### config.mk
export PLATFORM = sky130hd
export DESIGN_NAME = ctrlport_to_sync_io
export DESIGN_NICKNAME = d
export VERILOG_FILES = /design/src/hdl/sync_io_pkg.sv /design/src/hdl/ctrlport_to_sync_io.sv /design/src/hdl/sync_io_regs.sv /design/src/hdl/sync_io_sequencer.sv /design/src/hdl/wb_byte_writer.sv
export VERILOG_INCLUDE_DIRS = /design/src /design/src/hdl
export SDC_FILE = /design/constraint.sdc
export NUM_CORES = 1
export LEC_CHECK = 0
export BUFFER_PORTS_ARGS = -buffer_cell sky130_fd_sc_hd__buf_2
export CAP_MARGIN = 10
export CORE_MARGIN = 3
export CORE_UTILIZATION = 35
export CTS_CLUSTER_DIAMETER = 60
export CTS_CLUSTER_SIZE = 14
export DETAILED_ROUTE_END_ITERATION = 10
export SYNTH_ARGS = -nofsm -noshare
export SYNTH_HDL_FRONTEND = slang
export SYNTH_SLANG_ARGS = --single-unit
### constraint.sdc
create_clock -name ctrlport_clk -period 2.2 [get_ports ctrlport_clk]
set_clock_uncertainty 0.2 [all_clocks]
set_input_delay 0.44 -clock ctrlport_clk [delete_from_list [all_inputs] [get_ports ctrlport_clk]]
set_output_delay 0.44 -clock ctrlport_clk [all_outputs]
set_load 0.02 [all_outputs]
### src/hdl/sync_io_defs.svh
`ifndef SYNC_IO_DEFS_SVH
`define SYNC_IO_DEFS_SVH

// --------------------------------------------------
// controlport window
// --------------------------------------------------
`define SYNC_IO_BASE_ADDR 20'h00000
`define SYNC_IO_NUM_ADDR  32
// scl divider seen by the user, core runs 5 phases per scl period
`define SYNC_IO_PRESCALE  500

// register offsets from base
`define SYNC_1_REG    20'h00
`define SYNC_2_REG    20'h04
`define SYNC_3_REG    20'h08
`define SYNC_4_REG    20'h0C
`define SYNC_5_REG    20'h10
`define RFS_EN_REG    20'h14
`define SETUP_REG     20'h18
`define CONFIG_IO_REG 20'h1C

// response status codes
`define CTRL_STS_OKAY   2'b00
`define CTRL_STS_CMDERR 2'b01

// --------------------------------------------------
// wishbone i2c core registers
// --------------------------------------------------
`define WB_PRER_LO 3'd0
`define WB_PRER_HI 3'd1
`define WB_CTR     3'd2
`define WB_TXR     3'd3
// cr on write, sr on read
`define WB_CR      3'd4
`define WB_SR      3'd4

`define WB_CORE_EN 8'h80

// command register bytes
`define CR_START_AND_WRITE 8'h90
`define CR_WRITE           8'h10
`define CR_WRITE_AND_STOP  8'h50

// --------------------------------------------------
// io expander
// --------------------------------------------------
`define IO_EXP_SLAVE_ADDR       7'h20
`define IO_EXP_OUTPUT_PORT0_REG 8'h02
`define IO_EXP_CONFIG0_REG      8'h06

`endif

### src/hdl/sync_io_pkg.sv
`default_nettype none

package sync_io_pkg;

  // controlport fields
  typedef logic [19:0] ctrl_addr_t;
  typedef logic [31:0] ctrl_data_t;
  typedef logic [1:0]  ctrl_status_t;

  // one switch select
  typedef logic [2:0]  sync_sel_t;
  // rfs enable in bit 15, sync5 down to sync1 below
  typedef logic [15:0] io_word_t;

  // wishbone side of the i2c core
  typedef logic [2:0]  wb_addr_t;
  typedef logic [7:0]  wb_byte_t;

  // run level fsm
  typedef enum logic [2:0] {
    S_IDLE,
    S_EN,
    S_ADDR,
    S_REG,
    S_LO,
    S_HI
  } seq_state_e;

  // wishbone access fsm
  typedef enum logic [3:0] {
    W_IDLE,
    W_PRE_LO,
    W_PRE_HI,
    W_EN,
    W_TXR,
    W_CR,
    W_TIP_START,
    W_TIP,
    W_FIN
  } wb_state_e;

endpackage

`default_nettype wire

### src/hdl/ctrlport_to_sync_io.sv
`timescale 1ns/1ps
`default_nettype none

module ctrlport_to_sync_io (
  input  logic                      ctrlport_clk,
  input  logic                      ctrlport_rst,
  // controlport slave
  input  logic                      req_wr_i,
  input  logic                      req_rd_i,
  input  sync_io_pkg::ctrl_addr_t   req_addr_i,
  input  sync_io_pkg::ctrl_data_t   req_data_i,
  output logic                      resp_ack_o,
  output sync_io_pkg::ctrl_status_t resp_status_o,
  output sync_io_pkg::ctrl_data_t   resp_data_o,
  // wishbone master to the i2c core
  output logic                      wb_cyc_o,
  output logic                      wb_we_o,
  output sync_io_pkg::wb_addr_t     wb_adr_o,
  output sync_io_pkg::wb_byte_t     wb_dat_o,
  input  logic                      wb_ack_i,
  input  sync_io_pkg::wb_byte_t     wb_dat_i
);

  // --------------------------------------------------
  // regs to sequencer
  // --------------------------------------------------
  logic                  setup_trig;
  logic                  config_trig;
  logic                  setup_busy;
  logic                  config_busy;
  sync_io_pkg::io_word_t io_word;

  // sequencer to byte writer
  logic                  core_setup_req;
  logic                  core_enabled;
  logic                  byte_req;
  logic                  byte_done;
  sync_io_pkg::wb_byte_t tx_byte;
  sync_io_pkg::wb_byte_t cmd_byte;

  sync_io_regs u_regs (
    .ctrlport_clk  (ctrlport_clk),
    .ctrlport_rst  (ctrlport_rst),
    .req_wr_i      (req_wr_i),
    .req_rd_i      (req_rd_i),
    .req_addr_i    (req_addr_i),
    .req_data_i    (req_data_i),
    .setup_busy_i  (setup_busy),
    .config_busy_i (config_busy),
    .resp_ack_o    (resp_ack_o),
    .resp_status_o (resp_status_o),
    .resp_data_o   (resp_data_o),
    .setup_trig_o  (setup_trig),
    .config_trig_o (config_trig),
    .io_word_o     (io_word)
  );

  sync_io_sequencer u_seq (
    .ctrlport_clk     (ctrlport_clk),
    .ctrlport_rst     (ctrlport_rst),
    .setup_trig_i     (setup_trig),
    .config_trig_i    (config_trig),
    .io_word_i        (io_word),
    .core_enabled_i   (core_enabled),
    .byte_done_i      (byte_done),
    .setup_busy_o     (setup_busy),
    .config_busy_o    (config_busy),
    .core_setup_req_o (core_setup_req),
    .byte_req_o       (byte_req),
    .tx_byte_o        (tx_byte),
    .cmd_byte_o       (cmd_byte)
  );

  wb_byte_writer u_writer (
    .ctrlport_clk     (ctrlport_clk),
    .ctrlport_rst     (ctrlport_rst),
    .core_setup_req_i (core_setup_req),
    .byte_req_i       (byte_req),
    .tx_byte_i        (tx_byte),
    .cmd_byte_i       (cmd_byte),
    .wb_ack_i         (wb_ack_i),
    .wb_dat_i         (wb_dat_i),
    .core_enabled_o   (core_enabled),
    .byte_done_o      (byte_done),
    .wb_cyc_o         (wb_cyc_o),
    .wb_we_o          (wb_we_o),
    .wb_adr_o         (wb_adr_o),
    .wb_dat_o         (wb_dat_o)
  );

endmodule

`default_nettype wire

### src/hdl/sync_io_regs.sv
`timescale 1ns/1ps
`default_nettype none

`include "sync_io_defs.svh"

module sync_io_regs (
  input  logic                      ctrlport_clk,
  input  logic                      ctrlport_rst,
  input  logic                      req_wr_i,
  input  logic                      req_rd_i,
  input  sync_io_pkg::ctrl_addr_t   req_addr_i,
  input  sync_io_pkg::ctrl_data_t   req_data_i,
  input  logic                      setup_busy_i,
  input  logic                      config_busy_i,
  output logic                      resp_ack_o,
  output sync_io_pkg::ctrl_status_t resp_status_o,
  output sync_io_pkg::ctrl_data_t   resp_data_o,
  output logic                      setup_trig_o,
  output logic                      config_trig_o,
  output sync_io_pkg::io_word_t     io_word_o
);

  sync_io_pkg::sync_sel_t  sync_1;
  sync_io_pkg::sync_sel_t  sync_2;
  sync_io_pkg::sync_sel_t  sync_3;
  sync_io_pkg::sync_sel_t  sync_4;
  sync_io_pkg::sync_sel_t  sync_5;
  logic                    rfs_en;

  logic                    addr_in_range;
  sync_io_pkg::ctrl_addr_t req_offset;
  logic                    read_hit;
  sync_io_pkg::ctrl_data_t read_data;

  // --------------------------------------------------
  // address decode
  // --------------------------------------------------
  // window is [base, base + 32)
  assign addr_in_range = (req_addr_i >= `SYNC_IO_BASE_ADDR) &&
                         (req_addr_i < (`SYNC_IO_BASE_ADDR + `SYNC_IO_NUM_ADDR));
  assign req_offset    = req_addr_i - `SYNC_IO_BASE_ADDR;

  // readback mux, unmapped offsets give zero data
  always_comb begin
    read_hit  = 1'b1;
    read_data = '0;
    case (req_offset)
      `SYNC_1_REG:    read_data[2:0] = sync_1;
      `SYNC_2_REG:    read_data[2:0] = sync_2;
      `SYNC_3_REG:    read_data[2:0] = sync_3;
      `SYNC_4_REG:    read_data[2:0] = sync_4;
      `SYNC_5_REG:    read_data[2:0] = sync_5;
      `RFS_EN_REG:    read_data[0]   = rfs_en;
      // status bits read 1 once the run is over
      `SETUP_REG:     read_data[0]   = ~setup_busy_i;
      `CONFIG_IO_REG: read_data[0]   = ~config_busy_i;
      default:        read_hit       = 1'b0;
    endcase
  end

  // --------------------------------------------------
  // register file and response
  // --------------------------------------------------
  always_ff @(posedge ctrlport_clk) begin
    if (ctrlport_rst) begin
      resp_ack_o    <= 1'b0;
      resp_status_o <= `CTRL_STS_OKAY;
      resp_data_o   <= '0;
      setup_trig_o  <= 1'b0;
      config_trig_o <= 1'b0;
      sync_1        <= '0;
      sync_2        <= '0;
      sync_3        <= '0;
      sync_4        <= '0;
      sync_5        <= '0;
      rfs_en        <= 1'b0;
    end else begin
      // one ack per in-range request, one cycle later
      resp_ack_o    <= addr_in_range && (req_wr_i || req_rd_i);
      // triggers are single cycle strobes
      setup_trig_o  <= 1'b0;
      config_trig_o <= 1'b0;

      if (req_wr_i && addr_in_range) begin
        resp_status_o <= `CTRL_STS_OKAY;
        resp_data_o   <= '0;
        case (req_offset)
          `SYNC_1_REG:    sync_1 <= req_data_i[2:0];
          `SYNC_2_REG:    sync_2 <= req_data_i[2:0];
          `SYNC_3_REG:    sync_3 <= req_data_i[2:0];
          `SYNC_4_REG:    sync_4 <= req_data_i[2:0];
          `SYNC_5_REG:    sync_5 <= req_data_i[2:0];
          `RFS_EN_REG:    rfs_en <= req_data_i[0];
          // no setup while a config run owns the bus, and vice versa
          `SETUP_REG:     setup_trig_o  <= ~config_busy_i;
          `CONFIG_IO_REG: config_trig_o <= ~setup_busy_i;
          default: ;
        endcase
      end else if (req_rd_i && addr_in_range) begin
        resp_status_o <= read_hit ? `CTRL_STS_OKAY : `CTRL_STS_CMDERR;
        resp_data_o   <= read_data;
      end
    end
  end

  // word as driven onto the expander ports
  assign io_word_o = {rfs_en, sync_5, sync_4, sync_3, sync_2, sync_1};

  // --------------------------------------------------
  // checks
  // --------------------------------------------------
  // master waits for each ack, so acks never come back to back
  a_ack_single: assert property (@(posedge ctrlport_clk) disable iff (ctrlport_rst)
    resp_ack_o |=> !resp_ack_o);

endmodule

`default_nettype wire

### src/hdl/sync_io_sequencer.sv
`timescale 1ns/1ps
`default_nettype none

`include "sync_io_defs.svh"

module sync_io_sequencer (
  input  logic                  ctrlport_clk,
  input  logic                  ctrlport_rst,
  input  logic                  setup_trig_i,
  input  logic                  config_trig_i,
  input  sync_io_pkg::io_word_t io_word_i,
  input  logic                  core_enabled_i,
  input  logic                  byte_done_i,
  output logic                  setup_busy_o,
  output logic                  config_busy_o,
  output logic                  core_setup_req_o,
  output logic                  byte_req_o,
  output sync_io_pkg::wb_byte_t tx_byte_o,
  output sync_io_pkg::wb_byte_t cmd_byte_o
);

  sync_io_pkg::seq_state_e state;
  // payload for the two data bytes, captured at run start
  sync_io_pkg::io_word_t   run_word;

  // --------------------------------------------------
  // byte and command per step
  // --------------------------------------------------
  // only changes with state, byte_req is low in that cycle
  always_comb begin
    tx_byte_o  = '0;
    cmd_byte_o = '0;
    case (state)
      sync_io_pkg::S_ADDR: begin
        // slave address plus write bit
        tx_byte_o  = {`IO_EXP_SLAVE_ADDR, 1'b0};
        cmd_byte_o = `CR_START_AND_WRITE;
      end
      sync_io_pkg::S_REG: begin
        tx_byte_o  = setup_busy_o ? `IO_EXP_CONFIG0_REG : `IO_EXP_OUTPUT_PORT0_REG;
        cmd_byte_o = `CR_WRITE;
      end
      sync_io_pkg::S_LO: begin
        tx_byte_o  = run_word[7:0];
        cmd_byte_o = `CR_WRITE;
      end
      sync_io_pkg::S_HI: begin
        tx_byte_o  = run_word[15:8];
        cmd_byte_o = `CR_WRITE_AND_STOP;
      end
      default: ;
    endcase
  end

  // --------------------------------------------------
  // run fsm
  // --------------------------------------------------
  always_ff @(posedge ctrlport_clk) begin
    if (ctrlport_rst) begin
      state            <= sync_io_pkg::S_IDLE;
      setup_busy_o     <= 1'b0;
      config_busy_o    <= 1'b0;
      core_setup_req_o <= 1'b0;
      byte_req_o       <= 1'b0;
      run_word         <= '0;
    end else begin
      case (state)
        sync_io_pkg::S_IDLE: begin
          byte_req_o <= 1'b0;
          if (setup_trig_i) begin
            // zero word makes every expander pin an output
            setup_busy_o     <= 1'b1;
            core_setup_req_o <= 1'b1;
            run_word         <= '0;
            state            <= sync_io_pkg::S_EN;
          end else if (config_trig_i) begin
            config_busy_o <= 1'b1;
            run_word      <= io_word_i;
            state         <= sync_io_pkg::S_ADDR;
          end
        end
        sync_io_pkg::S_EN: begin
          // core is programmed once, later setups pass straight through
          if (core_enabled_i) begin
            core_setup_req_o <= 1'b0;
            state            <= sync_io_pkg::S_ADDR;
          end
        end
        sync_io_pkg::S_ADDR, sync_io_pkg::S_REG, sync_io_pkg::S_LO,
        sync_io_pkg::S_HI: begin
          if (byte_done_i) begin
            // drop request for a cycle so the writer can go idle
            byte_req_o <= 1'b0;
            case (state)
              sync_io_pkg::S_ADDR: state <= sync_io_pkg::S_REG;
              sync_io_pkg::S_REG:  state <= sync_io_pkg::S_LO;
              sync_io_pkg::S_LO:   state <= sync_io_pkg::S_HI;
              default: begin
                setup_busy_o  <= 1'b0;
                config_busy_o <= 1'b0;
                state         <= sync_io_pkg::S_IDLE;
              end
            endcase
          end else begin
            byte_req_o <= 1'b1;
          end
        end
        default: state <= sync_io_pkg::S_IDLE;
      endcase
    end
  end

  // writer only finishes a byte that was asked for
  a_done_in_req: assert property (@(posedge ctrlport_clk) disable iff (ctrlport_rst)
    byte_done_i |-> byte_req_o);

endmodule

`default_nettype wire

### src/hdl/wb_byte_writer.sv
`timescale 1ns/1ps
`default_nettype none

`include "sync_io_defs.svh"

module wb_byte_writer (
  input  logic                  ctrlport_clk,
  input  logic                  ctrlport_rst,
  input  logic                  core_setup_req_i,
  input  logic                  byte_req_i,
  input  sync_io_pkg::wb_byte_t tx_byte_i,
  input  sync_io_pkg::wb_byte_t cmd_byte_i,
  input  logic                  wb_ack_i,
  input  sync_io_pkg::wb_byte_t wb_dat_i,
  output logic                  core_enabled_o,
  output logic                  byte_done_o,
  output logic                  wb_cyc_o,
  output logic                  wb_we_o,
  output sync_io_pkg::wb_addr_t wb_adr_o,
  output sync_io_pkg::wb_byte_t wb_dat_o
);

  // core divides by 5 internally per scl period
  localparam int unsigned PRESCALE_DIV = `SYNC_IO_PRESCALE / 5;
  localparam logic [15:0] PRER_VAL     = 16'(PRESCALE_DIV);

  if (`SYNC_IO_PRESCALE % 5 != 0) begin : g_prescale_check
    $error("sync io prescale must be divisible by 5");
  end

  sync_io_pkg::wb_state_e state;
  logic                   acc_valid;
  logic                   acc_we;
  sync_io_pkg::wb_addr_t  acc_adr;
  sync_io_pkg::wb_byte_t  acc_dat;
  logic                   acc_done;

  // --------------------------------------------------
  // access issued by each state
  // --------------------------------------------------
  always_comb begin
    acc_valid = 1'b1;
    acc_we    = 1'b1;
    acc_adr   = '0;
    acc_dat   = '0;
    case (state)
      sync_io_pkg::W_PRE_LO: begin
        acc_adr = `WB_PRER_LO;
        acc_dat = PRER_VAL[7:0];
      end
      sync_io_pkg::W_PRE_HI: begin
        acc_adr = `WB_PRER_HI;
        acc_dat = PRER_VAL[15:8];
      end
      sync_io_pkg::W_EN: begin
        acc_adr = `WB_CTR;
        acc_dat = `WB_CORE_EN;
      end
      sync_io_pkg::W_TXR: begin
        acc_adr = `WB_TXR;
        acc_dat = tx_byte_i;
      end
      sync_io_pkg::W_CR: begin
        acc_adr = `WB_CR;
        acc_dat = cmd_byte_i;
      end
      // status polls
      sync_io_pkg::W_TIP_START, sync_io_pkg::W_TIP: begin
        acc_we  = 1'b0;
        acc_adr = `WB_SR;
      end
      default: begin
        acc_valid = 1'b0;
        acc_we    = 1'b0;
      end
    endcase
  end

  assign acc_done = wb_cyc_o && wb_ack_i;

  // --------------------------------------------------
  // bus cycle and fsm
  // --------------------------------------------------
  always_ff @(posedge ctrlport_clk) begin
    if (ctrlport_rst) begin
      state          <= sync_io_pkg::W_IDLE;
      wb_cyc_o       <= 1'b0;
      wb_we_o        <= 1'b0;
      wb_adr_o       <= '0;
      wb_dat_o       <= '0;
      core_enabled_o <= 1'b0;
      byte_done_o    <= 1'b0;
    end else begin
      byte_done_o <= 1'b0;

      // address and data load only while the bus is idle
      if (!wb_cyc_o) begin
        if (acc_valid) begin
          wb_cyc_o <= 1'b1;
          wb_we_o  <= acc_we;
          wb_adr_o <= acc_adr;
          wb_dat_o <= acc_dat;
        end
      end else if (wb_ack_i) begin
        wb_cyc_o <= 1'b0;
      end

      case (state)
        sync_io_pkg::W_IDLE: begin
          if (core_setup_req_i && !core_enabled_o) begin
            state <= sync_io_pkg::W_PRE_LO;
          end else if (byte_req_i) begin
            state <= sync_io_pkg::W_TXR;
          end
        end
        sync_io_pkg::W_PRE_LO: if (acc_done) state <= sync_io_pkg::W_PRE_HI;
        sync_io_pkg::W_PRE_HI: if (acc_done) state <= sync_io_pkg::W_EN;
        sync_io_pkg::W_EN: begin
          if (acc_done) begin
            core_enabled_o <= 1'b1;
            state          <= sync_io_pkg::W_IDLE;
          end
        end
        sync_io_pkg::W_TXR: if (acc_done) state <= sync_io_pkg::W_CR;
        sync_io_pkg::W_CR:  if (acc_done) state <= sync_io_pkg::W_TIP_START;
        // wait for tip to rise, then to fall
        sync_io_pkg::W_TIP_START: begin
          if (acc_done && wb_dat_i[1]) begin
            state <= sync_io_pkg::W_TIP;
          end
        end
        sync_io_pkg::W_TIP: begin
          if (acc_done && !wb_dat_i[1]) begin
            byte_done_o <= 1'b1;
            state       <= sync_io_pkg::W_FIN;
          end
        end
        // hold until the sequencer releases the request
        sync_io_pkg::W_FIN: if (!byte_req_i) state <= sync_io_pkg::W_IDLE;
        default: state <= sync_io_pkg::W_IDLE;
      endcase
    end
  end

  // bus accesses only start for a live request
  a_cyc_on_req: assert property (@(posedge ctrlport_clk) disable iff (ctrlport_rst)
    $rose(wb_cyc_o) |-> (core_setup_req_i || byte_req_i));

endmodule

`default_nettype wire

==> results.sh <==
export IMPL_grt_pass1_vias=2732
export IMPL_dr_wl_met3_um=267
export IMPL_setup_violations=0
export IMPL_die_y_um=104
export IMPL_critPathMaxFanout=17
export IMPL_dr_pass1_iters=4
export IMPL_initial_core_util=0.362
export IMPL_final_antenna_net_count=0
export IMPL_synth_mux_area_frac=0.0841
export IMPL_power_leakage_uw=0.00151
export IMPL_dieArea_um2=10800
export IMPL_gp_congestion=0.798
export IMPL_route_met2_wl_um=3800
export IMPL_fin_total_pwr_uw=2700
export IMPL_cts_resized=0
export IMPL_drive_gt1_frac=0.208
export IMPL_worstMarginPinSlew_ps=575
export IMPL_cp_start_kind="register"
export IMPL_synth_adder_area_share=0
export IMPL_setup_tns_ps=0
export IMPL_antennaDiodeCount=0
export IMPL_critPathCaptureType="register"
export IMPL_hold_buffers=0
export IMPL_synth_edf_count=0
export IMPL_maxSlewHeadroom=0.614
export IMPL_grt_antenna_before_repair=0
export IMPL_ys_warn_count=0
export IMPL_insertion_delay_ps=330
export IMPL_cp_arrival_ps=2090
export IMPL_netlist_instances=404
export IMPL_synth_simple_gate_area_share=0.242
export IMPL_dr_max_layer_used="met4"
export IMPL_wl_met1_um=3690
export IMPL_power_density_nw_per_um2=694
export IMPL_cts_tree="built"
export IMPL_clkTransAtPathRegs_ps=70
export IMPL_seq_area_um2=1300
export IMPL_synth_xor_area_frac=0.00521
export IMPL_avgViaCountPerCell=4.92
export IMPL_crit_type="register to register"
export IMPL_ir_drop_v=0.000253
export IMPL_ios=113
export IMPL_groute_usage_overall=0.145
export IMPL_drv_slew=0
export IMPL_synth_top_flop_cell="dfxtp_1"
export IMPL_overflow=0
export IMPL_cts_setup_buffers=0
export IMPL_required_ps=2260
export IMPL_rows=35
export IMPL_grt_pass1_wl_um=13100
export IMPL_multi_input_area_um2=1810
export IMPL_status="finished, final reports clean"
export IMPL_cts_sinks=65
export IMPL_cts_htree_levels=3
export IMPL_synth_async_reset_ratio=0
export IMPL_cap_violations=0
export IMPL_num_vias=2881
export IMPL_finalWirelength_um=7840
export IMPL_synth_area_um2=3360
export IMPL_hold_class="input pin to register"
export IMPL_post_synth_num_cell_types=50
export IMPL_nFillCells=935
export IMPL_clk_path_buf_depth=2
export IMPL_switching_share=0.261
export IMPL_grt_start_max_net_pins=47
export IMPL_rsz0062_at_grt="false"
export IMPL_power_switching_uw=703
export IMPL_internal_power_uw=1990
export IMPL_drc=0
export IMPL_cts_buffers=9
export IMPL_syn_to_final_growth_pct=15.6
export IMPL_syn_area_per_cell_um2=8.32
export IMPL_pwr_share_seq=0.460
export IMPL_drtIter0Drc=202
export IMPL_wl_per_cell_um=13.4
export IMPL_fin_cells=585
export IMPL_ys_seq_area_frac=0.387
export IMPL_nets=517
export IMPL_dpl_cell_count=570
export IMPL_max_freq_mhz=494
export IMPL_synth_top_family_by_area="simple AND/OR/NAND/NOR gates"
export IMPL_dpl_hpwl_um=5770
export IMPL_port_buffers=46
export IMPL_period_needed_ps=2020
export IMPL_ys_seq_elements=65
export IMPL_clockRootBuffer="clkbuf_8"
export IMPL_fin_crit_sh=0.920
export IMPL_clkPwrFrac=0.406
export IMPL_synth_compound_area_frac=0.174
export IMPL_chipWidth_um=104
export IMPL_hold_violations=0
export IMPL_core_area_um2=9280
export IMPL_p_comb_frac=0.134
cell type report:
class / count / share of cell area
multi-input cells: 305 / 0.466
flip-flops and latches: 65 / 0.335
repair buffers: 63 / 0.0953
well taps: 129 / 0.0415
clock buffers: 12 / 0.0374
clock inverters: 3 / 0.0167
inverters: 8 / 0.00773
path summary, 6_finish.rpt:
path | slack, ps | cells after the start | startpoint | end
hold reg to reg | 270 | 1 | u_seq.config_busy_o$_SDFFE_PP0P_ | u_regs.setup_trig_o$_SDFF_PP0_
hold / removal | 190 | 3 | req_rd_i | u_regs.resp_ack_o$_SDFF_PP0_
setup / recovery | 180 | 5 | u_writer.state[0]$_SDFFE_PP0P_ | u_writer.state[1]$_SDFFE_PP0P_
setup reg to reg | 180 | 5 | u_writer.state[0]$_SDFFE_PP0P_ | u_writer.state[1]$_SDFFE_PP0P_
sequential cells by signal, summed over array words and instances, names as in the netlist, 3 cells and up:
| register | flops |
|---|---|
| u_seq.run_word | 16 |
| u_regs.sync_1 | 3 |
| u_regs.sync_2 | 3 |
| u_regs.sync_5 | 3 |
| u_writer.wb_dat_o | 8 |
| u_regs.resp_data_o | 3 |
| u_regs.sync_3 | 3 |
| u_writer.state | 4 |
| u_seq.state | 3 |
| u_writer.wb_adr_o | 3 |
| u_regs.sync_4 | 3 |
stage by stage:
step,hold slack (ps),setup WS [ps],util,area (um2)
floorplan,221,261,-,3470
global placement,247,14.9,0.396,3670
detailed placement,257,-10.7,0.396,3670
CTS,176,206,0.418,3880
global route,198,3.81,0.418,3880
finish,189,176,0.418,3880
cell families after synthesis:
family / after synthesis
and+or+nand+nor: 156
AOI/OAI and AO/OA: 89
DFF: 65
buffers and inverters: 63
muxes: 28
xor gates and xnor gates: 2
other: 1
synth_stat cells, drive strengths merged, types with 3 or more instances:
cell type / instances / area (um2)
a21oi: 27 / 135
a22oi: 24 / 180
buf: 38 / 263
clkbuf: 17 / 63.8
dfxtp: 65 / 1300
inv: 8 / 30.0
mux2i: 26 / 260
nand2: 26 / 103
nand2b: 6 / 37.5
nand3: 9 / 50.1
nand3b: 3 / 22.5
nor2: 69 / 259
nor2b: 6 / 37.5
nor3: 11 / 75.1
nor4: 9 / 101
o211a: 3 / 30.0
o211ai: 3 / 22.5
o21a: 3 / 22.5
o21ai: 12 / 60.1
o22ai: 4 / 25.0
or2: 4 / 25.0
or3: 3 / 25.0
cell usage in the layout (no fill, tap or decap), types with 3 or more instances in the layout:
| cell type | synthesis | final |
|---|---|---|
| o211ai_1 | 3 | 3 |
| o21ai_0 | 12 | 12 |
| o211a_1 | 3 | 3 |
| mux2i_1 | 26 | 26 |
| o22ai_1 | 4 | 4 |
| nand2b_1 | 6 | 6 |
| dfxtp_1 | 65 | 65 |
| buf_4 | 30 | 16 |
| inv_1 | 8 | 8 |
| a21oi_1 | 27 | 27 |
| nor4_4 | 3 | 3 |
| buf_2 | 6 | 46 |
| nor4_1 | 6 | 6 |
| conb_1 | 1 | 30 |
| nor3_1 | 7 | 7 |
| nand3_1 | 8 | 8 |
| nand2_1 | 24 | 24 |
| clkbuf_8 | 0 | 10 |
| nor3_2 | 4 | 4 |
| nor2b_1 | 6 | 6 |
| o21a_1 | 3 | 3 |
| nor2_1 | 69 | 69 |
| or2_2 | 4 | 4 |
| a22oi_1 | 24 | 24 |
| nand3b_1 | 3 | 3 |
per-layer routing:
layer  up-vias  GRT usage
li1       1469          -
met1      1344      0.189
met2        60      0.246
met3         8     0.0248
met4         0     0.0456
met5         -          0
worst max-delay path, cell delays in order (launching register included):
cell	delay, ps
dfxtp_1	670
a2111o_1	150
a21oi_1	50
o31ai_1	530
o21ai_0	190
a21oi_1	160
power by group through the flow:
stage / Sequential (uW) / Clock [uW] / Combinational [uW]
finish: 1240 / 1100 / 361
global route: 1240 / 1170 / 399
CTS: 1240 / 1120 / 358
detailed placement: 1270 / 0 / 356
global placement: 1260 / 0 / 355
floorplan: 1270 / 0 / 277
Power figures use the tool's default switching activity.
